===== src/include/cpu_config.svh =====
`ifndef CPU_CONFIG_SVH
`define CPU_CONFIG_SVH

// Datapath and address widths
`define CPU_XLEN            32
`define CPU_PC_WIDTH        32
`define CPU_REG_COUNT       32

// Data memory size in words and its index width
`define CPU_DMEM_DEPTH      256
`define CPU_DMEM_ADDR_WIDTH 8

// Primary opcodes
`define CPU_OP_RTYPE        6'h00
`define CPU_OP_J            6'h02
`define CPU_OP_BEQ          6'h04
`define CPU_OP_ADDI         6'h08
`define CPU_OP_LW           6'h23
`define CPU_OP_SW           6'h2b

// R-type function codes
`define CPU_FN_ADD          6'h20
`define CPU_FN_SUB          6'h22
`define CPU_FN_AND          6'h24
`define CPU_FN_OR           6'h25
`define CPU_FN_SLT          6'h2a

// All ones stops the machine
`define CPU_HALT_WORD       32'hffff_ffff

`endif


===== src/source/cpu_pkg.sv =====
`include "cpu_config.svh"

package cpu_pkg;

    // Basic vectors
    typedef logic [`CPU_XLEN-1:0]     word_t;
    typedef logic [`CPU_PC_WIDTH-1:0] pc_t;
    typedef logic [4:0]               regIdx_t;
    typedef logic [31:0]              instr_t;

    // ALU operation
    typedef enum logic [2:0] {
        aluAdd,
        aluSub,
        aluAnd,
        aluOr,
        aluSlt
    } aluOp_t;

    // Operand source picked by the forwarding logic
    typedef logic [1:0] fwdSel_t;
    localparam fwdSel_t fwdReg       = 2'd0;
    localparam fwdSel_t fwdExMem     = 2'd1;
    localparam fwdSel_t fwdMemWbAlu  = 2'd2;
    localparam fwdSel_t fwdMemWbLoad = 2'd3;

    // Decoded control word
    typedef struct packed {
        logic   regWrite;
        logic   memWrite;
        logic   memToReg;
        logic   useImm;
        logic   branch;
        logic   halt;
        aluOp_t aluOp;
    } ctrl_t;

    // Pipeline registers
    typedef struct packed {
        logic   valid;
        instr_t instr;
        pc_t    pcNext;
    } ifIdReg_t;

    typedef struct packed {
        logic    valid;
        ctrl_t   ctrl;
        regIdx_t rs;
        regIdx_t rt;
        regIdx_t dest;
        word_t   rsVal;
        word_t   rtVal;
        word_t   imm;
        pc_t     pcNext;
    } idExReg_t;

    typedef struct packed {
        logic    valid;
        ctrl_t   ctrl;
        regIdx_t dest;
        word_t   aluResult;
        word_t   storeData;
    } exMemReg_t;

    typedef struct packed {
        logic    valid;
        logic    regWrite;
        logic    memToReg;
        logic    halt;
        regIdx_t dest;
        word_t   aluResult;
        word_t   loadData;
    } memWbReg_t;

    // Observation ports
    typedef struct packed {
        logic    valid;
        regIdx_t dest;
        word_t   data;
    } wbPort_t;

    typedef struct packed {
        logic  valid;
        word_t addr;
        word_t data;
    } storePort_t;

endpackage


===== src/source/hazardUnit.sv =====
module hazardUnit
    import cpu_pkg::*;
(
    input  regIdx_t   ifIdRs,
    input  regIdx_t   ifIdRt,
    input  idExReg_t  idEx,
    input  exMemReg_t exMem,
    input  memWbReg_t memWb,
    input  logic      branchTaken,
    input  logic      jumpTaken,
    output logic      stall,
    output logic      flushIfId,
    output logic      flushIdEx,
    output fwdSel_t   fwdA,
    output fwdSel_t   fwdB
);

    logic loadUse;

    // EX/MEM is younger so it wins over MEM/WB
    function automatic fwdSel_t pickSource(
        input regIdx_t   src,
        input exMemReg_t em,
        input memWbReg_t mw
    );
        fwdSel_t sel;
        sel = fwdReg;
        if (src != '0) begin
            if (em.valid && em.ctrl.regWrite && em.dest == src) begin
                sel = fwdExMem;
            end else if (mw.valid && mw.regWrite && mw.dest == src) begin
                // Loaded data comes from its own MEM/WB field
                sel = mw.memToReg ? fwdMemWbLoad : fwdMemWbAlu;
            end
        end
        return sel;
    endfunction

    assign fwdA = pickSource(idEx.rs, exMem, memWb);
    assign fwdB = pickSource(idEx.rt, exMem, memWb);

    // lw in ID/EX feeding the instruction right behind it
    assign loadUse = idEx.valid && idEx.ctrl.memToReg && idEx.ctrl.regWrite
                     && (idEx.dest == ifIdRs || idEx.dest == ifIdRt);

    // Taken branch kills everything younger so the stall is moot
    assign stall = loadUse && !branchTaken;

    // Jump waits in decode while a stall is pending
    assign flushIfId = branchTaken || (jumpTaken && !stall);
    assign flushIdEx = branchTaken;

endmodule


===== config.mk =====
export PLATFORM = sky130hd
export DESIGN_NAME = hazardUnit
export DESIGN_NICKNAME = d
export VERILOG_FILES = /design/src/source/cpu_pkg.sv /design/src/source/hazardUnit.sv
export VERILOG_INCLUDE_DIRS = /design/src /design/src/include
export SDC_FILE = /design/constraint.sdc
export NUM_CORES = 1
export LEC_CHECK = 0
export ABC_AREA = 0
export BUFFER_PORTS_ARGS = -buffer_cell sky130_fd_sc_hd__buf_4
export CAP_MARGIN = 0
export CORE_AREA = 2 2 127 129
export DETAILED_ROUTE_END_ITERATION = 10
export DIE_AREA = 0 0 129 131
export GPL_TIMING_DRIVEN = 0
export PLACE_DENSITY = 0.38
export SLEW_MARGIN = 20
export SYNTH_ARGS = -nofsm -noshare
export SYNTH_HDL_FRONTEND = slang
export SYNTH_SLANG_ARGS = --single-unit

===== constraint.sdc =====
create_clock -name vclk -period 2.26
set_input_delay 0.226 -clock vclk [all_inputs]
set_output_delay 0.226 -clock vclk [all_outputs]
set_load 0.02 [all_outputs]

Word level (Yosys, flattened, before mapping):

Cells that the tools add are included.
W data, S select, Z words.

* bits in registers: 0
* word-level logic and storage cells: 30

* equal/unequal tests: 6
* reduce and logical (&&, ||, !) cells: 17
* muxes and demuxes: 7

Operators with widths (count)
* $eq A5 B5 Y1: 6
* $mux W2: 6
* $logic_and A1 B1 Y1: 11
* $reduce_bool A5 Y1: 2
* $logic_not A1 Y1: 2
* $logic_or A1 B1 Y1: 2
* $mux W1: 1

Logic depth before layout (Yosys ltp):

* word-level depth: 7
* mapped depth: 4
* mapped depth without buffers: 4

Least setup slack after synthesis:

Ideal clock, no wire load.

* path kind: input to output
* from: in idEx[135] in the netlist's numbering
* to: out fwdB[1]
* path slack: 0.898 ns
* stages on the path: 4
* path buffers: 0
* arrival: 1.136 ns
* path through: or4_1 -> nor2_2 -> nor4_1 -> and2_1

* word-level cells in the longest chain between the ends: 5
* elaborated cells between the ends (all ways): 8
* those cells by class: eq/ne: 2; mux: 3; reduce/logical: 3

RTL lines
* from (decl): RTL line hazardUnit.sv:6 `input idExReg_t idEx,`
* $eq A5 B5 Y1: RTL line hazardUnit.sv:31 `end else if (mw.valid && mw.regWrite && mw.dest == src) begin`
* $logic_and A1 B1 Y1: RTL line hazardUnit.sv:31
* $mux W2: RTL line hazardUnit.sv:31
* $mux W2: RTL line hazardUnit.sv:29 `if (em.valid && em.ctrl.regWrite && em.dest == src) begin`
* $mux W2 *: RTL line hazardUnit.sv:28 `if (src != '0) begin`
* to (decl): RTL line hazardUnit.sv:15 `output fwdSel_t fwdB`

Every way passes the cells marked *; elsewhere a longest branch is shown, timed or not.

Worst setup path in the final report:

* from: in idEx[139] in the netlist's numbering
* to: out fwdA[1]

* word-level cells in the longest chain between the ends: 5
* elaborated cells between the ends (all ways): 8
* those cells by class: eq/ne: 2; mux: 3; reduce/logical: 3

RTL lines
* $eq A5 B5 Y1: RTL line hazardUnit.sv:31
* $logic_and A1 B1 Y1: RTL line hazardUnit.sv:31
* $mux W2: RTL line hazardUnit.sv:31
* $mux W2: RTL line hazardUnit.sv:29
* $mux W2 *: RTL line hazardUnit.sv:28
* to (decl): RTL line hazardUnit.sv:14 `output fwdSel_t fwdA,`

Marked as above.

==> results.yml <==
drt:
  routedWlPerCell_um: 5.42
  ant_nets: 0
  num_vias: 631
  drt_iter0_drc: 6
  viasPerCell: 1.94
  drc: 0
  drt_first_pass_iters: 2
  routed_wl_um: 1770
synth:
  yosysWarningCount: 0
  ys_types: 16
  syn_inst: 58
  yosysSeqAreaShare_pct: 0
  avgSynthCellArea_um2: 7.57
  synth_area_um2: 439
  synth_fp_nets: 375
layout:
  n_antenna_cell: 0
  drive_gt1_share_pct: 51.8
  nFillCells: 1850
  fin_cells: 326
  areaGrowthSynthToFinish_pct: 150
  nClkBuffers: 0
  multi_input_area_um2: 432
  nets: 429
  design_area_um2: 1100
  seq_cell_count: 0
  seqCellArea_um2: 0
setup_path:
  worst-endpoint-required_ns: 2.03
  arrival_ns: 1.39
  start_kind: "input port"
  crit_family: "simple AND/OR/NAND/NOR gates"
  critPathSlowestCell: "or4_1"
  crit_buf_inv: 2
  cp_common_cell: "buf_4"
  max_stage_delay_ns: 0.54
  path_max_fanout: 3
  critical_path_class: "in2out"
  cp-end-kind: "output port"
  crit_chain: "buf_4 > or4_1 > nor2_2 > nor4_1 > and2_1 > buf_4"
power_and_ir_drop:
  p_per_area_nw_per_um2: 132
  switchingPower_uw: 57.5
  intPower_uw: 88.1
  clkPwrFrac_pct: 0
  power.leakage_nw: 0.387
  sw_frac_of_total_pct: 39.5
  comb_power_share_pct: 100.0
  seq_power_share_pct: 0
  ir_worst_vdd_uv: 52.1
placed_design:
  hpwlAfterDp_um: 1670
  place_area_um2: 1100
  io_buffer_count: 52
  pre_cts_slack_ns: 0.615
  dp.cells: 326
  globalplace.congestion: 0.804
clock_tree:
  post_cts.repair.setup_buffers: 0
  cts_hold_buf: 0
  cts_resized: 0
timing:
  fin_crit_ns: 1.61
  rsz0062_at_grt: "no"
  setup-tns-final_ns: 0
  tightest_slew_ns: 0.309
  setup_slack_ns: 0.646
  fin_crit_sh_pct: 71.4
  fmax_ghz: 0.620
  maxSlewViolCount: 0
  finalSetupViolCount: 0
  hold_viol: 0
  relSlewSlack_pct: 79.2
floorplanning:
  rows: 46
  start_util_pct: 2.82
  die_h_um: 131
  design.core.area_um2: 15600
  die_w_um: 129
  pin_count: 324
  dieArea_um2: 16900
run_status:
  status: "completed"
global_route:
  grt_use_total_pct: 1.80
  grt_pass1_wl_um: 2510
  grt_pass1_vias: 606
  antenna_found_initial: 0
  grt_max_degree: 5
  grt_overflow: 0
min_path:
  holdCritPathClass: "in2out"
flow_run:
  cap_violations: 0
-- per-layer routing --
| layer | up-vias | GRT usage (%) | routed length, um |
|---|---|---|---|
| met4 | 0 | 0.384 | 42 |
| li1 | 313 | - | - |
| met3 | 4 | 0.570 | 276 |
| met2 | 56 | 3.49 | 726 |
| met5 | - | 0 | 0 |
| met1 | 258 | 1.90 | 720 |
-- layout make-up --
type                            instances  share of cell area [%]
Tap cell                              216                    24.6
Timing Repair Buffer                   52                    35.5
Multi-Input combinational cell         57                    39.2
Buffer                                  1                   0.683
-- metrics by stage --
step	util (%)	hold WS, ns	total power [mW]
2_1_floorplan	-	0.565	0.0558
3_3_place_gp	7.05	0.766	0.148
3_5_place_dp	7.05	0.763	0.147
4_1_cts	7.05	0.763	0.148
5_1_grt	7.05	0.781	0.159
6_report	7.05	0.760	0.146
-- placed cells by master, fill, tap and decap left out --
cell type	instances
o221a_2	1
a21oi_1	1
o2bb2ai_1	2
and2_1	2
nor4_1	4
nand3_1	3
xor2_1	16
or4_1	2
nor3_1	2
nor2_2	2
xnor2_1	14
buf_4	53
nand4_1	5
or2_2	1
nor2_1	1
nand2_1	1
-- path summary, 6_finish.rpt --
path,slack (ns),to,cells after the start,start
min,0.76,flushIdEx,3,branchTaken
max,0.65,fwdA[1],6,idEx[139]
-- power groups by stage --
stage,Sequential (mW),Clock (mW),Combinational [mW]
global route,0,0,0.159
global placement,0,0,0.148
floorplan,0,0,0.0558
detailed placement,0,0,0.147
finish,0,0,0.146
CTS,0,0,0.148
-- cell usage after synthesis (all sizes together) --
cell type | number | share of area [%]
xor2 | 16 | 32
xnor2 | 14 | 28
nor2 | 3 | 3.7
nand4 | 5 | 7.1
and2 | 2 | 2.8
o2bb2ai | 2 | 4.0
o221a | 1 | 2.6
nand3 | 3 | 3.4
or4 | 2 | 3.4
a21oi | 1 | 1.1
nor4 | 4 | 5.7
nand2 | 1 | 0.85
nor3 | 2 | 2.3
buf | 1 | 1.7
or2 | 1 | 1.4
-- logic make-up after synthesis --
group,share of synthesized area [%]
AOI/OAI and AO/OA,7.69
xor gates and xnor gates,59.8
buffers and inverters,1.71
and+or+nand+nor,30.8
-- worst min-delay path: stages --
cell and delay [ns]:
buf_4 0.09, buf_4 0.09, buf_4 0.12
(Power assumes the default switching activity.)
