--- src/include/cpu_config.svh ---
`ifndef CPU_CONFIG_SVH
`define CPU_CONFIG_SVH

// Datapath and address widths
`define CPU_XLEN            32
`define CPU_PC_WIDTH        32
`define CPU_REG_COUNT       32

// Data memory size in words and its index width
`define CPU_DMEM_DEPTH      256
`define CPU_DMEM_ADDR_WIDTH 8

// Primary opcodes
`define CPU_OP_RTYPE        6'h00
`define CPU_OP_J            6'h02
`define CPU_OP_BEQ          6'h04
`define CPU_OP_ADDI         6'h08
`define CPU_OP_LW           6'h23
`define CPU_OP_SW           6'h2b

// R-type function codes
`define CPU_FN_ADD          6'h20
`define CPU_FN_SUB          6'h22
`define CPU_FN_AND          6'h24
`define CPU_FN_OR           6'h25
`define CPU_FN_SLT          6'h2a

// All ones stops the machine
`define CPU_HALT_WORD       32'hffff_ffff

`endif

--- src/source/cpu_pkg.sv ---
`include "cpu_config.svh"

package cpu_pkg;

    // Basic vectors
    typedef logic [`CPU_XLEN-1:0]     word_t;
    typedef logic [`CPU_PC_WIDTH-1:0] pc_t;
    typedef logic [4:0]               regIdx_t;
    typedef logic [31:0]              instr_t;

    // ALU operation
    typedef enum logic [2:0] {
        aluAdd,
        aluSub,
        aluAnd,
        aluOr,
        aluSlt
    } aluOp_t;

    // Operand source picked by the forwarding logic
    typedef logic [1:0] fwdSel_t;
    localparam fwdSel_t fwdReg       = 2'd0;
    localparam fwdSel_t fwdExMem     = 2'd1;
    localparam fwdSel_t fwdMemWbAlu  = 2'd2;
    localparam fwdSel_t fwdMemWbLoad = 2'd3;

    // Decoded control word
    typedef struct packed {
        logic   regWrite;
        logic   memWrite;
        logic   memToReg;
        logic   useImm;
        logic   branch;
        logic   halt;
        aluOp_t aluOp;
    } ctrl_t;

    // Pipeline registers
    typedef struct packed {
        logic   valid;
        instr_t instr;
        pc_t    pcNext;
    } ifIdReg_t;

    typedef struct packed {
        logic    valid;
        ctrl_t   ctrl;
        regIdx_t rs;
        regIdx_t rt;
        regIdx_t dest;
        word_t   rsVal;
        word_t   rtVal;
        word_t   imm;
        pc_t     pcNext;
    } idExReg_t;

    typedef struct packed {
        logic    valid;
        ctrl_t   ctrl;
        regIdx_t dest;
        word_t   aluResult;
        word_t   storeData;
    } exMemReg_t;

    typedef struct packed {
        logic    valid;
        logic    regWrite;
        logic    memToReg;
        logic    halt;
        regIdx_t dest;
        word_t   aluResult;
        word_t   loadData;
    } memWbReg_t;

    // Observation ports
    typedef struct packed {
        logic    valid;
        regIdx_t dest;
        word_t   data;
    } wbPort_t;

    typedef struct packed {
        logic  valid;
        word_t addr;
        word_t data;
    } storePort_t;

endpackage

--- src/source/decodeStage.sv ---
`include "cpu_config.svh"

module decodeStage
    import cpu_pkg::*;
(
    input  logic     idex,
    input  logic     arstN,
    input  ifIdReg_t ifId,
    input  logic     stall,
    input  logic     flushIdEx,
    input  word_t    rsVal,
    input  word_t    rtVal,
    output regIdx_t  rsIdx,
    output regIdx_t  rtIdx,
    output idExReg_t idEx,
    output logic     jumpTaken,
    output pc_t      jumpTarget,
    output logic     halting
);

    logic [5:0] opcode;
    logic [5:0] funct;
    regIdx_t    rdIdx;
    word_t      immExt;
    ctrl_t      ctrlD;
    regIdx_t    destD;
    logic       isHalt;
    logic       haltSeen;
    logic       loadIdEx;

    // Instruction fields
    assign opcode = ifId.instr[31:26];
    assign rsIdx  = ifId.instr[25:21];
    assign rtIdx  = ifId.instr[20:16];
    assign rdIdx  = ifId.instr[15:11];
    assign funct  = ifId.instr[5:0];
    assign immExt = {{(`CPU_XLEN-16){ifId.instr[15]}}, ifId.instr[15:0]};

    assign isHalt = ifId.valid && (ifId.instr == `CPU_HALT_WORD);

    // Jump keeps the top 4 bits of the next PC
    assign jumpTaken  = ifId.valid && !isHalt && (opcode == `CPU_OP_J);
    assign jumpTarget = {ifId.pcNext[31:28], 2'b00, ifId.instr[25:0]};

    // Control word from opcode and function code
    always_comb begin
        ctrlD       = '0;
        ctrlD.aluOp = aluAdd;
        destD       = rtIdx;
        if (isHalt) begin
            ctrlD.halt = 1'b1;
        end else begin
            case (opcode)
                `CPU_OP_RTYPE: begin
                    destD          = rdIdx;
                    ctrlD.regWrite = 1'b1;
                    case (funct)
                        `CPU_FN_ADD: ctrlD.aluOp = aluAdd;
                        `CPU_FN_SUB: ctrlD.aluOp = aluSub;
                        `CPU_FN_AND: ctrlD.aluOp = aluAnd;
                        `CPU_FN_OR:  ctrlD.aluOp = aluOr;
                        `CPU_FN_SLT: ctrlD.aluOp = aluSlt;
                        // Unknown function runs as a no-op
                        default:     ctrlD.regWrite = 1'b0;
                    endcase
                end
                `CPU_OP_ADDI: begin
                    ctrlD.regWrite = 1'b1;
                    ctrlD.useImm   = 1'b1;
                end
                `CPU_OP_LW: begin
                    ctrlD.regWrite = 1'b1;
                    ctrlD.memToReg = 1'b1;
                    ctrlD.useImm   = 1'b1;
                end
                `CPU_OP_SW: begin
                    ctrlD.memWrite = 1'b1;
                    ctrlD.useImm   = 1'b1;
                end
                `CPU_OP_BEQ: begin
                    ctrlD.branch = 1'b1;
                    ctrlD.aluOp  = aluSub;
                end
                default: ;
            endcase
        end
        // Register 0 is never a real destination
        if (destD == '0) begin
            ctrlD.regWrite = 1'b0;
        end
    end

    // Instruction moves on unless stalled or flushed
    assign loadIdEx = ifId.valid && !stall && !flushIdEx;

    always_ff @(posedge idex or negedge arstN) begin
        if (!arstN) begin
            haltSeen <= 1'b0;
        end else if (isHalt && loadIdEx) begin
            haltSeen <= 1'b1;
        end
    end

    assign halting = haltSeen | isHalt;

    // ID/EX register
    always_ff @(posedge idex or negedge arstN) begin
        if (!arstN) begin
            idEx <= '0;
        end else begin
            idEx.valid  <= loadIdEx;
            idEx.ctrl   <= loadIdEx ? ctrlD : '0;
            idEx.rs     <= rsIdx;
            idEx.rt     <= rtIdx;
            idEx.dest   <= destD;
            idEx.rsVal  <= rsVal;
            idEx.rtVal  <= rtVal;
            idEx.imm    <= immExt;
            idEx.pcNext <= ifId.pcNext;
        end
    end

endmodule

--- config.mk ---
export PLATFORM = sky130hd
export DESIGN_NAME = decodeStage
export DESIGN_NICKNAME = d
export VERILOG_FILES = /design/src/source/cpu_pkg.sv /design/src/source/decodeStage.sv
export VERILOG_INCLUDE_DIRS = /design/src /design/src/include
export SDC_FILE = /design/constraint.sdc
export NUM_CORES = 1
export LEC_CHECK = 0
export BUFFER_PORTS_ARGS = -buffer_cell sky130_fd_sc_hd__buf_2
export CAP_MARGIN = 20
export CORE_AREA = 2 2 129 131
export DETAILED_ROUTE_END_ITERATION = 6
export DIE_AREA = 0 0 131 133
export PLACE_DENSITY = 0.69
export SYNTH_ARGS = -nofsm -noshare
export SYNTH_HDL_FRONTEND = slang
export SYNTH_SLANG_ARGS = --single-unit
--- constraint.sdc ---
create_clock -name idex -period 1.85 [get_ports idex]
set_input_delay 0.0925 -clock idex [delete_from_list [all_inputs] [get_ports idex]]
set_output_delay 0.0925 -clock idex [all_outputs]
set_load 0.02 [all_outputs]
Yosys cells after proc, flatten, opt, wreduce, memory -nomap -nowiden
Index checks and enable logic that the tools add are counted.

operators by class
  equality and inequality tests = 11
  muxes and demuxes = 15
  bitwise gates (word level) = 1
  reduce and logical (&&, ||, !) cells = 14

operators by type and width
  cell                                                              number
  6-bit == test (second input constant)                             7
  32-bit == test (second input constant)                            1
  5-bit two-way mux                                                 3
  3-bit one-hot mux with 4 select lines                             1
  9-bit two-way mux                                                 1
  1-bit two-way mux                                                 7
  6-bit by 2-bit == test with 1-bit output (second input constant)  1
  6-bit by 3-bit == test with 1-bit output (second input constant)  1
  6-bit by 4-bit == test with 1-bit output (second input constant)  1
  1-bit logical AND                                                 6
  6-bit zero test                                                   1
  3-bit one-hot mux with 2 select lines                             1
  5-bit zero test                                                   1
  5-bit OR reduction                                                1
  1-bit zero test                                                   3
  3-bit two-way mux                                                 1
  3-bit OR reduction                                                1
  1-bit one-hot mux with 2 select lines                             1
  2-bit OR reduction                                                1
  1-bit OR                                                          1

word-level totals
  bits in registers = 138

Depth between registers and ports, before layout
  word-level depth = 7
  depth in mapped cells = 5

Worst setup path before layout
OpenSTA, ideal clock, no wires.

  path kind = input to output
  from = input ifId[55] (netlist bit)
  to = output halting
  arrival time = 1.366 ns
  required time = 1.757 ns
  slack = 0.392 ns
  cell stages on the path = 4
  buffers on the path = 0
  path through = nand4_1 > or4_4 > nor4_4 > a21o_2

between the ends
  word-level cells in the longest chain between the ends = 3

RTL lines
  what                      line                RTL
  start: declaration        decodeStage.sv:8    input ifIdReg_t ifId,
  32-bit == test (no line)  -
  1-bit logical AND         decodeStage.sv:39   assign isHalt = ifId.valid && (ifId.instr == `CPU_HALT_WORD);
  1-bit OR                  decodeStage.sv:104  assign halting = haltSeen | isHalt;
  end: declaration          decodeStage.sv:18   output logic halting

Every way passes these cells.

Final worst setup path
  from = input ifId[48] (netlist bit)
  to = output halting

The elaborated chain is that of the path after synthesis.

==> reports/results.ini <==
[grt]
antenna_found_initial = 0
grt_pass1_wl_mm = 19.9
grt_pass1_vias = 3720
grt_overflow_total = 0
grt_max_degree = 52
grtUsageTotal = 0.154

[setup_path]
crit_top_cell = buf_2
critical_path_arrival_ns = 1.60
reg2reg_slack_ns = 1.19
slowest_delay_ns = 0.57
crit_start = ifId[48]
crit_slowest_cell = or4_4
r2r_cells = 1
timing.setup.critical_path_class = input pin to output pin
cp.depth = 6
cp_max_fo = 5
startpoint_type = input pin
crit_path_end_kind = output pin
path_buf_inv = 2
cp_cell_sequence = buf_2, nand4_1, or4_4, nor4_4, a21o_2, buf_2
endpoint = halting
cp_top_family = simple AND/OR/NAND/NOR gates
r2r_end = haltSeen$_DFFE_PN0P_
critPathRequiredTime_ns = 1.76
rr_startpoint = haltSeen$_DFFE_PN0P_

[timing]
hold_viol = 0
final.setup.tns_ns = 0
worst_clock_skew_ns = 0
rsz0062_at_grt = false
maxSlewViolCount = 0
finalCriticalPeriod_ns = 1.69
finalCritPeriodShare = 0.915
fmax_mhz = 591
finalSetupViolations = 0

[flow_run]
maxCapViolCount = 0

[synthesis]
synth.avg_cell_area_um2 = 16.7
synthXorXnorAreaFrac = 0
synth_top_family_by_area = buffers and inverters
synth_cells = 259
muxShareOfSynthArea = 0.0156
yosys.area.top_type = dfrtp_1
syn_area_um2 = 4330
synth_adder_area_share = 0
ys_ff_latch = 138
ys_warn_count = 0
synth_top_area_share = 0.797
ys_types = 30
synth_simple_gate_area_frac = 0.0705
synth-seq-area-share = 0.797
synth_compound_area_frac = 0.0133
synth_area_leaders = dfrtp_1, buf_4, mux2_2

[clocking]
htree_levels = 4
clk_path_buf_depth = 2
cts-root-buf = clkbuf_16
clock_latency_ns = 0.40
cts_setup_buffers = 0
ctsHoldBuffers = 128
cts_tree = done
cts_made_buffers = 17
cts_resized = 0
cts_num_sinks = 138
clkSlewWorstSetupHoldPaths_ns = 0.06

[pwr]
powerDensity_nw_per_um2 = 953
peakVddDrop_mv = 0.515
p_leak_uw = 0.00394

[cells_and_area]
fin_util = 0.477
mostFrequentLayoutCells = buf_2, dfrtp_1, dlygate4sd3_1
n_fill_cell = 1410
drive_above_1_share = 0.546
final_net_count = 814
final_common_cell = buf_2
area_delta_synth_final_pct = 78.3
diodes = 0

[floorplan]
die_y_um = 133
coreArea_um2 = 16200
die_area_um2 = 17400
num_rows = 47
start_util = 0.268
fp.dieW_um = 131
num_io_pins = 330

[outcome]
outcome = finished, final reports clean

[place]
portBuffers = 327
dp_hpwl_mm = 9.08
gp_congestion = 0.812

[hold_path]
min_from = ifId[49]
hold_class = input pin to flop

[detailed_routing]
routed_via_density = 3.93
antenna_left = 0
wl_per_cell_um = 15.0
num_vias = 3588
highest_layer = met4
wl_met1_mm = 5.17
wl_met3_mm = 1.02
routed_wl_mm = 13.7
drcViolationCount = 0
met2WireLength_mm = 7.24
firstDrtPassIters = 4
drt_iter0_markers = 80

## kinds of logic (layout without fill, tap and decap cells)
| kind of cell | Yosys count | in the layout |
|---|---|---|
| AO/OA/AOI/OAI | 7 | 7 |
| buffers and inverters | 60 | 494 |
| flip-flops | 138 | 138 |
| other | 1 | 2 |
| AND/OR/NAND/NOR | 47 | 47 |
| multiplexers | 6 | 6 |
## how the worst min path moves through the flow
stage                                 endpoint  slack [ns]  cells after the start
after floorplan           haltSeen$_DFFE_PN0P_       -0.20                      0
after global placement     idEx[121]$_DFF_PN0_        0.07                      1
after detailed placement     idEx[0]$_DFF_PN0_        0.07                      1
after CTS                  idEx[149]$_DFF_PN0_       0.005                      4
after global routing       idEx[129]$_DFF_PN0_        0.02                      2
final                      idEx[129]$_DFF_PN0_        0.03                      2
## power by group
part / switching (uW) / internal, uW / leakage (uW)
combinational: 561 / 442 / 0.00204
clock: 1390 / 1760 / 0.000267
sequential: 39.2 / 3160 / 0.00163
## state kept, by name (all words and copies together) (netlist names)
register and cells:
idEx 137, haltSeen 1
## routing by layer
metal,vias to the layer above,track usage
li1,1653,-
met1,1728,0.165
met2,190,0.279
met3,17,0.0510
met4,0,0.0561
met5,-,0
## through the flow
stage	worst slack, ns	power [uW]	cells	hold WS, ns	cell area (um^2)
5_1_grt	0.0670	7670	914	0.0203	7720
4_1_cts	0.133	7440	914	0.00520	7720
2_1_floorplan	0.392	3660	260	-0.203	4330
3_3_place_gp	0.118	4030	754	0.0696	5880
3_5_place_dp	0.120	4040	754	0.0724	5880
6_report	0.158	7360	914	0.0265	7720
## cell usage after synthesis
master     instances
dfrtp_1          138
buf_4             58
nor2_1             8
mux2_2             6
nand4_1            6
nand2_1            4
nor3_1             4
nand2b_1           3
nand3_1            3
or4_1              3
a21o_2             2
a21oi_1            2
and3b_1            2
nor4_1             2
or3_1              2
or4_4              2
a211oi_2           1
a311o_1            1
and2_1             1
and4b_2            1
clkbuf_1           1
conb_1             1
inv_1              1
nand4bb_1          1
nor3b_1            1
nor4_4             1
nor4b_1            1
o211ai_1           1
or2b_1             1
or3_2              1
## cell type report
class,instances,area (um^2),area share
clock buffer,17,425,0.0551
clock inverter,15,131,0.0170
inverter,1,3.75,0.000486
multi-input combinational,62,438,0.0567
sequential,138,3450,0.447
tap,220,275,0.0357
timing repair buffer,461,2990,0.388
Note: power is estimated with default switching activity, not from simulation.
