<file path="config.mk">
export PLATFORM = sky130hd
export DESIGN_NAME = registerFile
export DESIGN_NICKNAME = d
export VERILOG_FILES = /design/src/source/cpu_pkg.sv /design/src/source/registerFile.sv
export VERILOG_INCLUDE_DIRS = /design/src /design/src/include
export SDC_FILE = /design/constraint.sdc
export NUM_CORES = 2
export LEC_CHECK = 0
export BUFFER_PORTS_ARGS = -buffer_cell sky130_fd_sc_hd__buf_2
export CAP_MARGIN = 15
export CORE_UTILIZATION = 42
export DETAILED_ROUTE_END_ITERATION = 10
export PLACE_DENSITY_LB_ADDON = 0.15
export SLEW_MARGIN = 20
export SYNTH_ARGS = -nofsm -noshare
export SYNTH_HDL_FRONTEND = slang
export SYNTH_SLANG_ARGS = --single-unit
</file>
<file path="constraint.sdc">
create_clock -name idex -period 2.5 [get_ports idex]
set_input_delay 0.125 -clock idex [delete_from_list [all_inputs] [get_ports idex]]
set_output_delay 0.125 -clock idex [all_outputs]
set_load 0.005 [all_outputs]
</file>
<file path="src/include/cpu_config.svh">
`ifndef CPU_CONFIG_SVH
`define CPU_CONFIG_SVH

// Datapath and address widths
`define CPU_XLEN            32
`define CPU_PC_WIDTH        32
`define CPU_REG_COUNT       32

// Data memory size in words and its index width
`define CPU_DMEM_DEPTH      256
`define CPU_DMEM_ADDR_WIDTH 8

// Primary opcodes
`define CPU_OP_RTYPE        6'h00
`define CPU_OP_J            6'h02
`define CPU_OP_BEQ          6'h04
`define CPU_OP_ADDI         6'h08
`define CPU_OP_LW           6'h23
`define CPU_OP_SW           6'h2b

// R-type function codes
`define CPU_FN_ADD          6'h20
`define CPU_FN_SUB          6'h22
`define CPU_FN_AND          6'h24
`define CPU_FN_OR           6'h25
`define CPU_FN_SLT          6'h2a

// All ones stops the machine
`define CPU_HALT_WORD       32'hffff_ffff

`endif

</file>
<file path="src/source/cpu_pkg.sv">
`include "cpu_config.svh"

package cpu_pkg;

    // Basic vectors
    typedef logic [`CPU_XLEN-1:0]     word_t;
    typedef logic [`CPU_PC_WIDTH-1:0] pc_t;
    typedef logic [4:0]               regIdx_t;
    typedef logic [31:0]              instr_t;

    // ALU operation
    typedef enum logic [2:0] {
        aluAdd,
        aluSub,
        aluAnd,
        aluOr,
        aluSlt
    } aluOp_t;

    // Operand source picked by the forwarding logic
    typedef logic [1:0] fwdSel_t;
    localparam fwdSel_t fwdReg       = 2'd0;
    localparam fwdSel_t fwdExMem     = 2'd1;
    localparam fwdSel_t fwdMemWbAlu  = 2'd2;
    localparam fwdSel_t fwdMemWbLoad = 2'd3;

    // Decoded control word
    typedef struct packed {
        logic   regWrite;
        logic   memWrite;
        logic   memToReg;
        logic   useImm;
        logic   branch;
        logic   halt;
        aluOp_t aluOp;
    } ctrl_t;

    // Pipeline registers
    typedef struct packed {
        logic   valid;
        instr_t instr;
        pc_t    pcNext;
    } ifIdReg_t;

    typedef struct packed {
        logic    valid;
        ctrl_t   ctrl;
        regIdx_t rs;
        regIdx_t rt;
        regIdx_t dest;
        word_t   rsVal;
        word_t   rtVal;
        word_t   imm;
        pc_t     pcNext;
    } idExReg_t;

    typedef struct packed {
        logic    valid;
        ctrl_t   ctrl;
        regIdx_t dest;
        word_t   aluResult;
        word_t   storeData;
    } exMemReg_t;

    typedef struct packed {
        logic    valid;
        logic    regWrite;
        logic    memToReg;
        logic    halt;
        regIdx_t dest;
        word_t   aluResult;
        word_t   loadData;
    } memWbReg_t;

    // Observation ports
    typedef struct packed {
        logic    valid;
        regIdx_t dest;
        word_t   data;
    } wbPort_t;

    typedef struct packed {
        logic  valid;
        word_t addr;
        word_t data;
    } storePort_t;

endpackage

</file>
<file path="src/source/registerFile.sv">
`include "cpu_config.svh"

module registerFile
    import cpu_pkg::*;
(
    input  logic      idex,
    input  logic      arstN,
    input  regIdx_t   rsIdx,
    input  regIdx_t   rtIdx,
    input  memWbReg_t memWb,
    output word_t     rsVal,
    output word_t     rtVal
);

    word_t regs [`CPU_REG_COUNT];
    logic  wrEn;
    word_t wrData;

    // Write port fed from MEM/WB
    assign wrEn   = memWb.valid && memWb.regWrite && (memWb.dest != '0);
    assign wrData = memWb.memToReg ? memWb.loadData : memWb.aluResult;

    always_ff @(posedge idex or negedge arstN) begin
        if (!arstN) begin
            for (int i = 0; i < `CPU_REG_COUNT; i++) begin
                regs[i] <= '0;
            end
        end else if (wrEn) begin
            regs[memWb.dest] <= wrData;
        end
    end

    // Same cycle write shows up on the read ports
    assign rsVal = (rsIdx == '0) ? '0 : (wrEn && memWb.dest == rsIdx) ? wrData : regs[rsIdx];
    assign rtVal = (rtIdx == '0) ? '0 : (wrEn && memWb.dest == rtIdx) ? wrData : regs[rtIdx];

endmodule

</file>
# Yosys cells after proc, flatten, opt, wreduce, memory -nomap -nowiden
# Cells that the tools add are included.
totals:
  memories: 0
  register_bits: 1024
  romBits: 0
  out_inout_bits: 64
  mem_bits_rw: 0
  latch_bits: 0
  input_bits: 85
op_classes:
  n_addsub: 0
  div: 0
  shifts: 0
  reduce_logical: 8
  muxes: 14
  bitwise: 3
  order_cmp: 4
  multipliers: 0
  eq_ne: 2
op_table:
  columns: ["cell", "n"]
  rows:
  - ["$bwmux W1024", 1]
  - ["$bmux W32 S5", 2]
  - ["$mux W32", 10]
  - ["$demux W32 S5", 1]
  - ["$ge A6 B6 Y1 const B", 3]
  - ["$not A5 Y6", 3]
  - ["$eq A5 B5 Y1", 2]
  - ["$logic_not A5 Y1", 2]
  - ["$lt A6 B1 Y1 const B", 1]
  - ["$logic_and A1 B1 Y1", 5]
  - ["$reduce_bool A5 Y1", 1]

# Logic depth before layout (Yosys ltp)
logic_depth:
  depth_word: 6
  ltp_mapped: 10

# Worst setup path after synthesis
# Ideal clock, no wire load.
synth_timing:
  kind: "in2out"
  start: "input port rsIdx[0]"
  end: "output port rsVal[29]"
  path_stages: 7
  arrival_time_ns: 1.786
  path_slack_ns: 0.589
  cell_sequence: "buf_2 -> buf_2 -> buf_2 -> mux4_2 -> a22oi_1 -> nand3_1 -> a32o_1"
synth_via:
  elab_chain_len: 6
  word_cells_on_any_way: 9
  classes_between: "eq/ne (1); mux (5); bitwise (1); reduce/logical (2)"
synth_rtl:
  columns: ["element", "line_no", "source"]
  rows:
  - ["start, declared", "registerFile.sv:8", "input regIdx_t rsIdx,"]
  - ["$not A5 Y6 (implied by the code)", "registerFile.sv:34", "assign rsVal = (rsIdx == '0) ? '0 : (wrEn && memWb.dest == rsIdx) ? wrData : regs[rsIdx];"]
  - ["$bmux W32 S5", "registerFile.sv:34", null]
  - ["$mux W32 (implied by the code) (2 in a row)", "registerFile.sv:34", null]
  - ["$mux W32", "registerFile.sv:34", null]
  - ["$mux W32 (*)", "registerFile.sv:34", null]
  - ["end, declared", "registerFile.sv:11", "output word_t rsVal,"]
# Every way passes the cells marked *; elsewhere a longest branch is shown, timed or not. The select of a mux whose other input is x is not followed.

# Final worst setup path
layout_timing:
  start: "register regs[113] in the netlist's numbering"
  end: "output port rtVal[17]"
layout_via:
  elab_chain_len: 5
layout_rtl:
  columns: ["element", "line_no", "source"]
  rows:
  - ["start, declared", "registerFile.sv:15", "word_t regs [`CPU_REG_COUNT];"]
  - ["start signal, assigned by index", "registerFile.sv:29", "regs[memWb.dest] <= wrData;"]
  - ["$bmux W32 S5", "registerFile.sv:35", "assign rtVal = (rtIdx == '0) ? '0 : (wrEn && memWb.dest == rtIdx) ? wrData : regs[rtIdx];"]
  - ["$mux W32 (implied by the code) (2 in a row)", "registerFile.sv:35", null]
  - ["$mux W32 (2 in a row)", "registerFile.sv:35", null]
  - ["end, declared", "registerFile.sv:12", "output word_t rtVal"]
# Every way passes these cells. The select of a mux whose other input is x is not followed.

==> flow_metrics.tcl <==
set metrics [dict create \
    first_global_vias 42240 \
    antenna_found_initial 3 \
    violations "negative setup slack" \
    post-route-period-util 1.086 \
    cts_tree "built" \
    worstSetupPathType "flip-flop to output port" \
    first_pass_iters 6 \
    fin_nets 5281 \
    rsz0062_at_grt "yes" \
    cts_buffer_depth 3 \
    start_kind "flip-flop" \
    syn2layout_area_growth_pct 20.86 \
    design_power_total_mw 50.70 \
    grt_pass1_wl_um 301900 \
    fill_cells 11250 \
    io_pins 149 \
    hold_violations 0 \
    grt_max_degree 102 \
    drc 0 \
    max-cap-violations 0 \
    largest_reg_flops 1024 \
    max_stage_delay_ps 500 \
    routedWlPerCell_um 29.86 \
    power.switching_mw 15.08 \
    ys_ff_latch 1024 \
    cts-root-buf "clkbuf_16" \
    core_area_um2 126200 \
    ys_seq_area_frac 0.4776 \
    drive_gt1_frac 0.2757 \
    syn_nets 5123 \
    slowest_stage "mux4_2" \
    final_common_cell "dfrtp_1" \
    grt_overflow_total 0 \
    vdd_drop_max_uv 504.3 \
    cts.sinks 1024 \
    top_register "regs" \
    top_regs "regs: 1024 flops" \
    period_minus_slack_ps 2714 \
    postLayoutSetupSlackWorst_ps -213.9 \
    switching_share 0.2975 \
    vias 43500 \
    synth_flop_cell "dfrtp_1" \
    holdCritPathClass "input port to flip-flop" \
    wirelength_um 207400 \
    synth.top_cell.area_share 0.4776 \
    run_status "finished with violations" \
    power_frac_seq 0.432 \
    track_usage 0.3191 \
    drtIter0Drc 4712 \
    tns_ps -2687 \
    p_comb_frac 0.217 \
    synth-async-reset-ratio 1.000 \
    clock_latency_ps 720 \
    die_width_um 359.4 \
    via_per_inst 6.264 \
    critPathCaptureType "output port" \
    fin_skew_ps 0 \
    port-buffer-count 147 \
    synth_edf_count 0 \
    power_density_nw_per_um2 781.9 \
    ys_top_cells_by_area "dfrtp_1 (48%), mux4_2 (15%), a21oi_1 (7.8%)" \
    yosysTopAreaCell "dfrtp_1" \
    setup_viol 34 \
    max_freq_ghz 0.3685 \
    cp_max_fo 3 \
    syn_avg_cell_area_um2 10.65 \
    die_area_um2 129200 \
    internal-power_mw 35.62 \
    required_ps 2380 \
    cp_cell_sequence "mux4_2 -> a32oi_2 -> o31ai_2 -> nor4_2 -> a21oi_1 -> buf_4 -> buf_2" \
    arrival_ps 2590 \
    leakagePower_nw 27.88 \
    slew_headroom 0.3700 \
    gp_congestion 0.8534 \
    tightest_slew_ps 941.8 \
    rows 130 \
    hpwl_um 127900 \
    postRouteAntennaNets 0 \
    initial_core_util 0.4250 \
    yosysUniqueCellTypes 70 \
    cts_buffers 112 \
    cts_htree_levels 3 \
    die_h_um 359.4 \
    netlist_instances 5038 \
    synthesis.area_um2 53650 \
    pwr-share-clk 0.351 \
    yosysWarnings 0 \
    final_cell_mix "dfrtp_1 (1024), nor2_1 (858), a21oi_1 (831)" \
    maxSlewViolCount 0 \
    clk_pin_slew_worst_paths_ps 60 \
]
==> final timing paths <==
| kind | endpoint | start | slack (ps) | cells after the start |
|---|---|---|---|---|
| hold / removal | regs[705] | memWb[33] | 30 | 4 |
| setup reg to reg | regs[142] | regs[142] | 1580 | 4 |
| setup / recovery | rtVal[17] | regs[113] | -210 | 7 |
| max in group asynchronous | regs[709] | arstN | 990 | 3 |
| min in group asynchronous | regs[215] | arstN | 280 | 3 |
| hold reg to reg | regs[1013] | regs[1013] | 400 | 0 |
==> kinds of logic (layout without fill, tap and decap cells) <==
| family | after synthesis | after routing | synth area share |
|---|---|---|---|
| and+or+nand+nor | 1322 | 1322 | 0.1037 |
| DFF | 1024 | 1024 | 0.4776 |
| xor gates and xnor gates | 10 | 10 | 0.001633 |
| AOI/OAI and AO/OA | 1409 | 1409 | 0.1507 |
| buffers and inverters | 587 | 841 | 0.04993 |
| muxes | 686 | 686 | 0.2164 |
| other | 0 | 2 | 0 |
==> cells in the mapped netlist (all sizes together), types with 3 or more instances <==
| cell | instances |
|---|---|
| dfrtp | 1024 |
| nor2 | 878 |
| a21oi | 840 |
| clkbuf | 390 |
| mux4 | 371 |
| mux2i | 259 |
| nand2 | 256 |
| o21ai | 204 |
| buf | 167 |
| o22ai | 88 |
| a22oi | 66 |
| mux2 | 56 |
| o221ai | 54 |
| nand3 | 48 |
| a221oi | 41 |
| nor3 | 39 |
| nor4 | 34 |
| a211oi | 31 |
| inv | 30 |
| a32o | 27 |
| nor2b | 18 |
| nand2b | 16 |
| a31oi | 12 |
| or2 | 10 |
| xor2 | 8 |
| a221o | 7 |
| o31ai | 6 |
| a31o | 5 |
| or4 | 5 |
| a2111oi | 4 |
| nand3b | 4 |
| o21a | 4 |
| a21o | 3 |
| o31a | 3 |
==> worst max-delay path, delay by kind of cell, from the launching register on <==
family | cells | cell delay (ps)
buffers and inverters | 2 | 290
multiplexers | 1 | 500
AND/OR/NAND/NOR | 1 | 240
AO/OA/AOI/OAI | 3 | 440
flip-flops | 1 | 400
==> repair_timing <==
| item | 4_1_cts | 5_1_grt |
|---|---|---|
| endpoints found under the setup margin | 58 | 61 |
| endpoints found under the hold margin | 1007 | 0 |
| pin swaps | 117 | 55 |
| gates cloned | 0 | 0 |
| hold buffers | 38 | 0 |
| resized for setup | 175 | 86 |
| buffers inserted | 31 | 25 |
==> power groups by stage <==
| stage | logic, mW | clock network, mW | registers (mW) |
|---|---|---|---|
| after global routing | 12.0 | 18.6 | 22.2 |
| after floorplan | 7.08 | 0 | 21.3 |
| final | 11.0 | 17.8 | 21.9 |
| after detailed placement | 10.1 | 0 | 22.1 |
| after CTS | 10.7 | 18.0 | 21.8 |
| after global placement | 9.89 | 0 | 22.0 |
==> per-stage QoR <==
step	worst slack [ps]	std cells	util	instance area (um^2)	hold slack, ps
after floorplan	589.1	5038	-	53650	-170.6
after global placement	-201.2	6648	0.4667	58910	130.6
after detailed placement	-179.4	6648	0.4667	58910	132.4
after CTS	-220.8	6919	0.5087	64210	3.036
after global routing	-259.9	6943	0.5137	64840	50.37
final	-213.9	6944	0.5137	64840	27.69
==> layer usage <==
metal	GRT usage	share of wire	up-vias
met5	0	0.000096	-
met4	0.1070	0.037	2
met3	0.05533	0.088	401
met2	0.4891	0.45	2079
met1	0.4585	0.42	22300
li1	-	-	18710
==> layout make-up <==
| class | count | area, um^2 | area share |
|---|---|---|---|
| multi-input cells | 3427 | 26940 | 0.4155 |
| repair buffers | 601 | 6155 | 0.09492 |
| well taps | 1650 | 2064 | 0.03184 |
| flip-flops and latches | 1024 | 25620 | 0.3952 |
| diodes | 2 | 5.005 | 0.00007719 |
| clock inverters | 49 | 604.3 | 0.009320 |
| clock buffers | 161 | 3331 | 0.05137 |
| inverters | 30 | 112.6 | 0.001737 |
Power figures use the tool's default switching activity.
