[src/include/cpu_config.svh]
`ifndef CPU_CONFIG_SVH
`define CPU_CONFIG_SVH

// Datapath and address widths
`define CPU_XLEN            32
`define CPU_PC_WIDTH        32
`define CPU_REG_COUNT       32

// Data memory size in words and its index width
`define CPU_DMEM_DEPTH      256
`define CPU_DMEM_ADDR_WIDTH 8

// Primary opcodes
`define CPU_OP_RTYPE        6'h00
`define CPU_OP_J            6'h02
`define CPU_OP_BEQ          6'h04
`define CPU_OP_ADDI         6'h08
`define CPU_OP_LW           6'h23
`define CPU_OP_SW           6'h2b

// R-type function codes
`define CPU_FN_ADD          6'h20
`define CPU_FN_SUB          6'h22
`define CPU_FN_AND          6'h24
`define CPU_FN_OR           6'h25
`define CPU_FN_SLT          6'h2a

// All ones stops the machine
`define CPU_HALT_WORD       32'hffff_ffff

`endif

[src/source/cpu_pkg.sv]
`include "cpu_config.svh"

package cpu_pkg;

    // Basic vectors
    typedef logic [`CPU_XLEN-1:0]     word_t;
    typedef logic [`CPU_PC_WIDTH-1:0] pc_t;
    typedef logic [4:0]               regIdx_t;
    typedef logic [31:0]              instr_t;

    // ALU operation
    typedef enum logic [2:0] {
        aluAdd,
        aluSub,
        aluAnd,
        aluOr,
        aluSlt
    } aluOp_t;

    // Operand source picked by the forwarding logic
    typedef logic [1:0] fwdSel_t;
    localparam fwdSel_t fwdReg       = 2'd0;
    localparam fwdSel_t fwdExMem     = 2'd1;
    localparam fwdSel_t fwdMemWbAlu  = 2'd2;
    localparam fwdSel_t fwdMemWbLoad = 2'd3;

    // Decoded control word
    typedef struct packed {
        logic   regWrite;
        logic   memWrite;
        logic   memToReg;
        logic   useImm;
        logic   branch;
        logic   halt;
        aluOp_t aluOp;
    } ctrl_t;

    // Pipeline registers
    typedef struct packed {
        logic   valid;
        instr_t instr;
        pc_t    pcNext;
    } ifIdReg_t;

    typedef struct packed {
        logic    valid;
        ctrl_t   ctrl;
        regIdx_t rs;
        regIdx_t rt;
        regIdx_t dest;
        word_t   rsVal;
        word_t   rtVal;
        word_t   imm;
        pc_t     pcNext;
    } idExReg_t;

    typedef struct packed {
        logic    valid;
        ctrl_t   ctrl;
        regIdx_t dest;
        word_t   aluResult;
        word_t   storeData;
    } exMemReg_t;

    typedef struct packed {
        logic    valid;
        logic    regWrite;
        logic    memToReg;
        logic    halt;
        regIdx_t dest;
        word_t   aluResult;
        word_t   loadData;
    } memWbReg_t;

    // Observation ports
    typedef struct packed {
        logic    valid;
        regIdx_t dest;
        word_t   data;
    } wbPort_t;

    typedef struct packed {
        logic  valid;
        word_t addr;
        word_t data;
    } storePort_t;

endpackage

[src/source/executeStage.sv]
module executeStage
    import cpu_pkg::*;
(
    input  logic      idex,
    input  logic      arstN,
    input  idExReg_t  idEx,
    input  fwdSel_t   fwdA,
    input  fwdSel_t   fwdB,
    input  word_t     exMemResult,
    input  word_t     memWbResult,
    input  word_t     memWbLoad,
    output exMemReg_t exMem,
    output logic      branchTaken,
    output pc_t       branchTarget
);

    word_t opA;
    word_t rtFwd;
    word_t opB;
    word_t aluResult;

    // Same mux for both operands
    function automatic word_t pickOperand(
        input fwdSel_t sel,
        input word_t   regVal,
        input word_t   exMemVal,
        input word_t   wbAluVal,
        input word_t   wbLoadVal
    );
        word_t result;
        case (sel)
            fwdExMem:     result = exMemVal;
            fwdMemWbAlu:  result = wbAluVal;
            fwdMemWbLoad: result = wbLoadVal;
            default:      result = regVal;
        endcase
        return result;
    endfunction

    assign opA   = pickOperand(fwdA, idEx.rsVal, exMemResult, memWbResult, memWbLoad);
    assign rtFwd = pickOperand(fwdB, idEx.rtVal, exMemResult, memWbResult, memWbLoad);

    // Immediate replaces rt for addi, lw and sw
    assign opB = idEx.ctrl.useImm ? idEx.imm : rtFwd;

    always_comb begin
        case (idEx.ctrl.aluOp)
            aluSub:  aluResult = opA - opB;
            aluAnd:  aluResult = opA & opB;
            aluOr:   aluResult = opA | opB;
            aluSlt:  aluResult = ($signed(opA) < $signed(opB)) ? word_t'(1) : '0;
            default: aluResult = opA + opB;
        endcase
    end

    // beq compares the forwarded register values
    assign branchTaken  = idEx.valid && idEx.ctrl.branch && (opA == rtFwd);
    assign branchTarget = idEx.pcNext + idEx.imm;

    // EX/MEM register
    // A taken beq has nothing left to do so it leaves as a bubble
    always_ff @(posedge idex or negedge arstN) begin
        if (!arstN) begin
            exMem <= '0;
        end else begin
            exMem.valid     <= idEx.valid && !branchTaken;
            exMem.ctrl      <= (idEx.valid && !branchTaken) ? idEx.ctrl : '0;
            exMem.dest      <= idEx.dest;
            exMem.aluResult <= aluResult;
            exMem.storeData <= rtFwd;
        end
    end

endmodule

[config.mk]
export PLATFORM = sky130hd
export DESIGN_NAME = executeStage
export DESIGN_NICKNAME = d
export VERILOG_FILES = /design/src/source/cpu_pkg.sv /design/src/source/executeStage.sv
export VERILOG_INCLUDE_DIRS = /design/src /design/src/include
export SDC_FILE = /design/constraint.sdc
export NUM_CORES = 1
export LEC_CHECK = 0
export BUFFER_PORTS_ARGS = -buffer_cell sky130_fd_sc_hd__buf_2
export CORE_MARGIN = 10
export CORE_UTILIZATION = 25
export DETAILED_ROUTE_END_ITERATION = 8
export GPL_TIMING_DRIVEN = 0
export SLEW_MARGIN = 25
export SYNTH_ARGS = -nofsm -noshare
export SYNTH_HDL_FRONTEND = slang
export SYNTH_SLANG_ARGS = --single-unit
[constraint.sdc]
create_clock -name idex -period 8 [get_ports idex]
set_input_delay 0.4 -clock idex [delete_from_list [all_inputs] [get_ports idex]]
set_output_delay 0.4 -clock idex [all_outputs]
set_load 0.03 [all_outputs]
# [After elaboration in Yosys (flattened, before gate mapping)]
# Cells that the tools add are included.
[totals] wordCells=38 inputBits=255 output_inout_bits=112 ff_bits=79
[classes] bitwise_logic=2 n_reduce_logical=4 addsub=3 n_eq_ne=11 muxes=6 order_cmp=1
[op_table] cell="one-hot mux 32 bit (3 select lines)" count=2
[op_table] cell="one-hot mux 32 bit (4 select lines)" count=1
[op_table] cell="adder 32 bit" count=2
[op_table] cell="bitwise AND 32 bit" count=1
[op_table] cell="equality test 32 bit" count=1
[op_table] cell="< comparator 32 bit" count=1
[op_table] cell="two-way mux 32 bit" count=1
[op_table] cell="OR 32 bit" count=1
[op_table] cell="subtractor 32 bit" count=1
[op_table] cell="two-way mux 9 bit" count=1
[op_table] cell="equality test 2 bit (second input constant)" count=4
[op_table] cell="equality test 3 x 2 -> 1 bit (second input constant)" count=2
[op_table] cell="equality test 2 x 1 -> 1 bit (second input constant)" count=2
[op_table] cell="equality test 3 x 1 -> 1 bit (second input constant)" count=1
[op_table] cell="equality test 3 bit (second input constant)" count=1
[op_table] cell="logical AND 1 bit" count=3
[op_table] cell="logical NOT 1 bit" count=1
[op_table] cell="two-way mux 1 bit" count=1

# [Depth between registers and ports, before layout]
[depth] word_depth=7 depth_mapped=17 mapped_depth_nobuf=15

# [Least setup slack after synthesis]
# Ideal clock, no wire load.
[synth_timing] kind="input -> register" startpoint="input fwdB[0]" endpoint="register exMem[60] (netlist name)" path_buffers=4 required_time_ns=7.914 stages=17 setup_ns=0.086 arrival_time_ns=4.760 slack_ns=3.155 cell_sequence="buf_6 > buf_4 > buf_1 > mux4_2 > mux2_2 > ha_1 > clkbuf_1 > inv_1 > a21oi_1 > a31oi_1 > or4_1 > o211ai_1 > o31a_1 > a221oi_1 > o31a_1 > or3_1 > a32oi_1"
[synth_between] elab_chain_len=5 word_cells_on_any_way=10 cone_classes="add/sub: 2; eq/ne: 3; mux: 3; bitwise: 2"
[synth_rtl] element="start, declared" line_no="executeStage.sv:8" rtl="input fwdSel_t fwdB,"
[synth_rtl] element="equality test 2 bit or equality test 2 x 1 -> 1 bit (tied branches)" line_no="executeStage.sv:31" rtl="case (sel)"
[synth_rtl] element="one-hot mux 32 bit (3 select lines) *" line_no="executeStage.sv:31"
[synth_rtl] element="net rtFwd[13]" line_no="executeStage.sv:18" rtl="word_t rtFwd;"
[synth_rtl] element="two-way mux 32 bit *" line_no="executeStage.sv:44" rtl="assign opB = idEx.ctrl.useImm ? idEx.imm : rtFwd;"
[synth_rtl] element="adder 32 bit or subtractor 32 bit (tied branches)" line_no="executeStage.sv:52, executeStage.sv:48"
[synth_rtl] element="one-hot mux 32 bit (4 select lines) *" line_no="executeStage.sv:47" rtl="case (idEx.ctrl.aluOp)"
[synth_rtl] element="net aluResult[28]" line_no="executeStage.sv:20" rtl="word_t aluResult;"
[synth_rtl] element="end, declared" line_no="executeStage.sv:12" rtl="output exMemReg_t exMem,"
# The timed path passes the listed nets; every way through them passes the cells marked *.

# [Worst setup path after layout]
[layout_timing] startpoint="input fwdB[0]" endpoint="register exMem[63] (netlist name)"
# The elaborated chain is that of the path after synthesis.

==> metrics.txt <==
# TYPE chip_impl_metric gauge
chip_impl_info{name="outcome",value="finished clean"} 1
chip_impl_metric{name="synthesis.instances",unit=""} 1179
chip_impl_metric{name="pre_cts_ws",unit="ps"} 1312
chip_impl_info{name="critPathCaptureType",value="register"} 1
chip_impl_metric{name="final_antenna_net_count",unit=""} 0
chip_impl_metric{name="final-setup-viol-count",unit=""} 0
chip_impl_metric{name="hold_viol_final",unit=""} 0
chip_impl_metric{name="cellPowerDensity",unit="nW/um^2"} 184.6
chip_impl_metric{name="slew_headroom",unit="%"} 30.17
chip_impl_metric{name="fp.coreArea",unit="um^2"} 41760
chip_impl_metric{name="io_pins",unit=""} 367
chip_impl_metric{name="gpl.final_weighted_congestion",unit=""} 0.9433
chip_impl_metric{name="cts_buffers",unit=""} 9
chip_impl_metric{name="ys_types",unit=""} 74
chip_impl_metric{name="rows",unit=""} 75
chip_impl_metric{name="grt_antenna_before_repair",unit=""} 3
chip_impl_info{name="leading_cell_type_by_number_of_instances_after_synthesis",value="sky130_fd_sc_hd__ha_1"} 1
chip_impl_metric{name="wire_per_inst",unit="um"} 25.16
chip_impl_metric{name="synthArstFlopShare",unit="%"} 100.0
chip_impl_metric{name="cellLeakagePower",unit="uW"} 0.006256
chip_impl_info{name="worstSetupPathType",value="in2reg"} 1
chip_impl_metric{name="length_of_the_first_detailed_routing_pass_in_iterations",unit=""} 5
chip_impl_metric{name="finalCriticalPeriod",unit="ps"} 6206
chip_impl_metric{name="yosysWarningCount",unit=""} 0
chip_impl_metric{name="first_iter_violations",unit=""} 825
chip_impl_info{name="yosysTopAreaCell",value="sky130_fd_sc_hd__dfrtp_1"} 1
chip_impl_metric{name="first_pass_grt_wire_length",unit="um"} 75690
chip_impl_metric{name="vias",unit=""} 11400
chip_impl_info{name="worst_hold_path_type",value="in2reg"} 1
chip_impl_metric{name="grt_util_all_layers",unit="%"} 20.19
chip_impl_info{name="synth_top_area_cells",value="sky130_fd_sc_hd__dfrtp_1 (19%), sky130_fd_sc_hd__ha_1 (15%), sky130_fd_sc_hd__mux4_2 (14%)"} 1
chip_impl_metric{name="cts_resized",unit=""} 0
chip_impl_metric{name="design.final.nets",unit=""} 1931
chip_impl_metric{name="number_of_flip_flops_under_the_largest_register_name",unit=""} 79
chip_impl_metric{name="synth_enable_flop_cells",unit=""} 0
chip_impl_metric{name="cts-root-to-sink-buffers",unit=""} 2
chip_impl_metric{name="synthesis.area_per_instance",unit="um^2"} 8.911
chip_impl_info{name="largest_register_by_flop_count",value="exMem"} 1
chip_impl_metric{name="drive_above_1_share",unit="%"} 32.17
chip_impl_metric{name="finalWorstSetupSlack",unit="ps"} 1794
chip_impl_metric{name="htreeDepth",unit=""} 3
chip_impl_metric{name="area.growth.synth_to_final",unit="%"} 26.99
chip_impl_metric{name="synth_area",unit="um^2"} 10510
chip_impl_info{name="grt_setup_unrepaired",value="no"} 1
chip_impl_metric{name="hold_buffers",unit=""} 1
chip_impl_info{name="ys_top_cells_by_count",value="sky130_fd_sc_hd__ha_1 (127), sky130_fd_sc_hd__inv_1 (107), sky130_fd_sc_hd__a21oi_1 (92)"} 1
chip_impl_info{name="critical_path.startpoint_type",value="primary input"} 1
chip_impl_metric{name="finalSetupTns",unit="ps"} 0
chip_impl_metric{name="instances_no_fill",unit=""} 2092
chip_impl_info{name="reg_top3",value="exMem (79)"} 1
chip_impl_metric{name="first_global_vias",unit=""} 11510
chip_impl_metric{name="ir_worst_vdd",unit="uV"} 101.1
chip_impl_metric{name="critPathArrivalTime",unit="ps"} 6490
chip_impl_metric{name="actual_transition_at_the_worst_max_transition_pin",unit="ps"} 1047
chip_impl_metric{name="crit_required",unit="ps"} 8280
chip_impl_metric{name="die-area",unit="um^2"} 50630
chip_impl_metric{name="post-cts-setup-buffer-count",unit=""} 0
chip_impl_info{name="clockRootBuffer",value="sky130_fd_sc_hd__clkbuf_16"} 1
chip_impl_metric{name="starting_density_of_the_core",unit="%"} 25.16
chip_impl_metric{name="post-route-drc-count",unit=""} 0
chip_impl_metric{name="chipHeight",unit="um"} 225
chip_impl_info{name="clock_tree_from_tritoncts",value="built"} 1
chip_impl_metric{name="vias_per_inst",unit=""} 5.447
chip_impl_info{name="synth_flop_cell",value="sky130_fd_sc_hd__dfrtp_1"} 1
chip_impl_metric{name="post_route_hold_slack",unit="ps"} 127.3
chip_impl_metric{name="slew_viol_final",unit=""} 0
chip_impl_metric{name="fraction_of_the_yosys_area_taken_by_sequential_cells",unit="%"} 18.82
chip_impl_metric{name="maximum_number_of_pins_on_one_net_before_global_route_repair",unit=""} 56
chip_impl_metric{name="place.port_buffers",unit=""} 353
chip_impl_metric{name="cts_sinks",unit=""} 79
chip_impl_metric{name="timing.critical_path.fanout_max",unit=""} 10
chip_impl_metric{name="horizontal_die_dimension",unit="um"} 225
chip_impl_metric{name="clkTransAtPathRegs",unit="ps"} 60
chip_impl_metric{name="period_share",unit="%"} 77.57
chip_impl_metric{name="half_perimeter_wire_length_after_detailed_placement",unit="um"} 44710
chip_impl_metric{name="ys_seq_elements",unit=""} 79
chip_impl_metric{name="cap_violations",unit=""} 0
chip_impl_metric{name="syn_nets",unit=""} 1564
chip_impl_metric{name="post-place-cells",unit=""} 2073
chip_impl_metric{name="grt.overflow.total",unit=""} 0
chip_impl_metric{name="yosysTopAreaCellShare",unit="%"} 18.82
chip_impl_metric{name="drt-total-wl",unit="um"} 52640
chip_impl_metric{name="peak_clock_frequency_supported_by_timing",unit="MHz"} 161.1
per-layer routing:
| layer | up-vias | share of wire [%] | GRT usage [%] |
|---|---|---|---|
| met3 | 65 | 8.5 | 5.400 |
| li1 | 5132 | - | - |
| met1 | 5646 | 41 | 24.77 |
| met2 | 549 | 48 | 34.01 |
| met4 | 4 | 2.3 | 5.725 |
| met5 | - | 0.049 | 0 |
critical path, cell delays in order:
cell and delay (ps):
sky130_fd_sc_hd__buf_6 100, sky130_fd_sc_hd__buf_4 300, sky130_fd_sc_hd__buf_1 730, sky130_fd_sc_hd__mux4_2 700, sky130_fd_sc_hd__mux2_2 320, sky130_fd_sc_hd__ha_1 280, sky130_fd_sc_hd__clkbuf_1 360, sky130_fd_sc_hd__inv_2 120
sky130_fd_sc_hd__a21oi_1 310, sky130_fd_sc_hd__nor2_1 70, sky130_fd_sc_hd__a211o_1 310, sky130_fd_sc_hd__o2bb2ai_1 130, sky130_fd_sc_hd__a311oi_1 820, sky130_fd_sc_hd__o21ai_1 390, sky130_fd_sc_hd__a2111oi_0 680, sky130_fd_sc_hd__or3b_1 210
sky130_fd_sc_hd__a22o_1 230
metrics by stage:
step / instance area (um^2) / util [%] / power (uW)
finish: 13340 / 31.95 / 2463
global route: 13340 / 31.94 / 2606
CTS: 13340 / 31.93 / 2474
detailed placement: 12990 / 31.12 / 1971
global placement: 12950 / 31.01 / 1964
floorplan: 10510 / - / 1452
worst paths after layout:
path / start / end / cells after the start
worst max-delay path: fwdB[0] / exMem[63] / 17
worst min-delay path: idEx[132] / exMem[68] / 1
max in group asynchronous: arstN / exMem[6] / 3
min in group asynchronous: arstN / exMem[57] / 2
area by class of cell:
type,count,area (um^2)
sequential,79,1977
fill,4412,28420
antenna,2,5.005
clock buffer,10,239.0
timing repair buffer,356,1818
inverter,117,439.2
tap,539,674.4
clock inverter,6,92.59
buffer,62,290.3
multi-input combinational,921,7806
cells in the final DEF (no fill, tap or decap), types with 47 or more instances in the layout:
cell and instances:
sky130_fd_sc_hd__dfrtp_1 79, sky130_fd_sc_hd__inv_1 107, sky130_fd_sc_hd__clkbuf_1 47, sky130_fd_sc_hd__a21oi_1 92, sky130_fd_sc_hd__nand2_1 64, sky130_fd_sc_hd__ha_1 127, sky130_fd_sc_hd__nor2_1 85, sky130_fd_sc_hd__mux4_2 63
sky130_fd_sc_hd__buf_2 353
where the power goes:
| group | switching [uW] | internal [uW] | total, uW |
|---|---|---|---|
| Clock | 198 | 283 | 482 |
| Sequential | 20.5 | 469 | 489 |
| Combinational | 988 | 505 | 1490 |
kinds of logic (layout without fill, tap and decap cells):
logic type	after synthesis	count (layout)	synth area share (%)
other	0	2	0
muxes	98	98	17.40
xor gates and xnor gates	61	61	5.085
and+or+nand+nor	262	262	12.30
DFF	79	79	18.82
AOI/OAI and AO/OA	370	370	23.77
adders and majority gates	130	130	15.70
buffers and inverters	179	551	6.931
(Power assumes the default switching activity.)
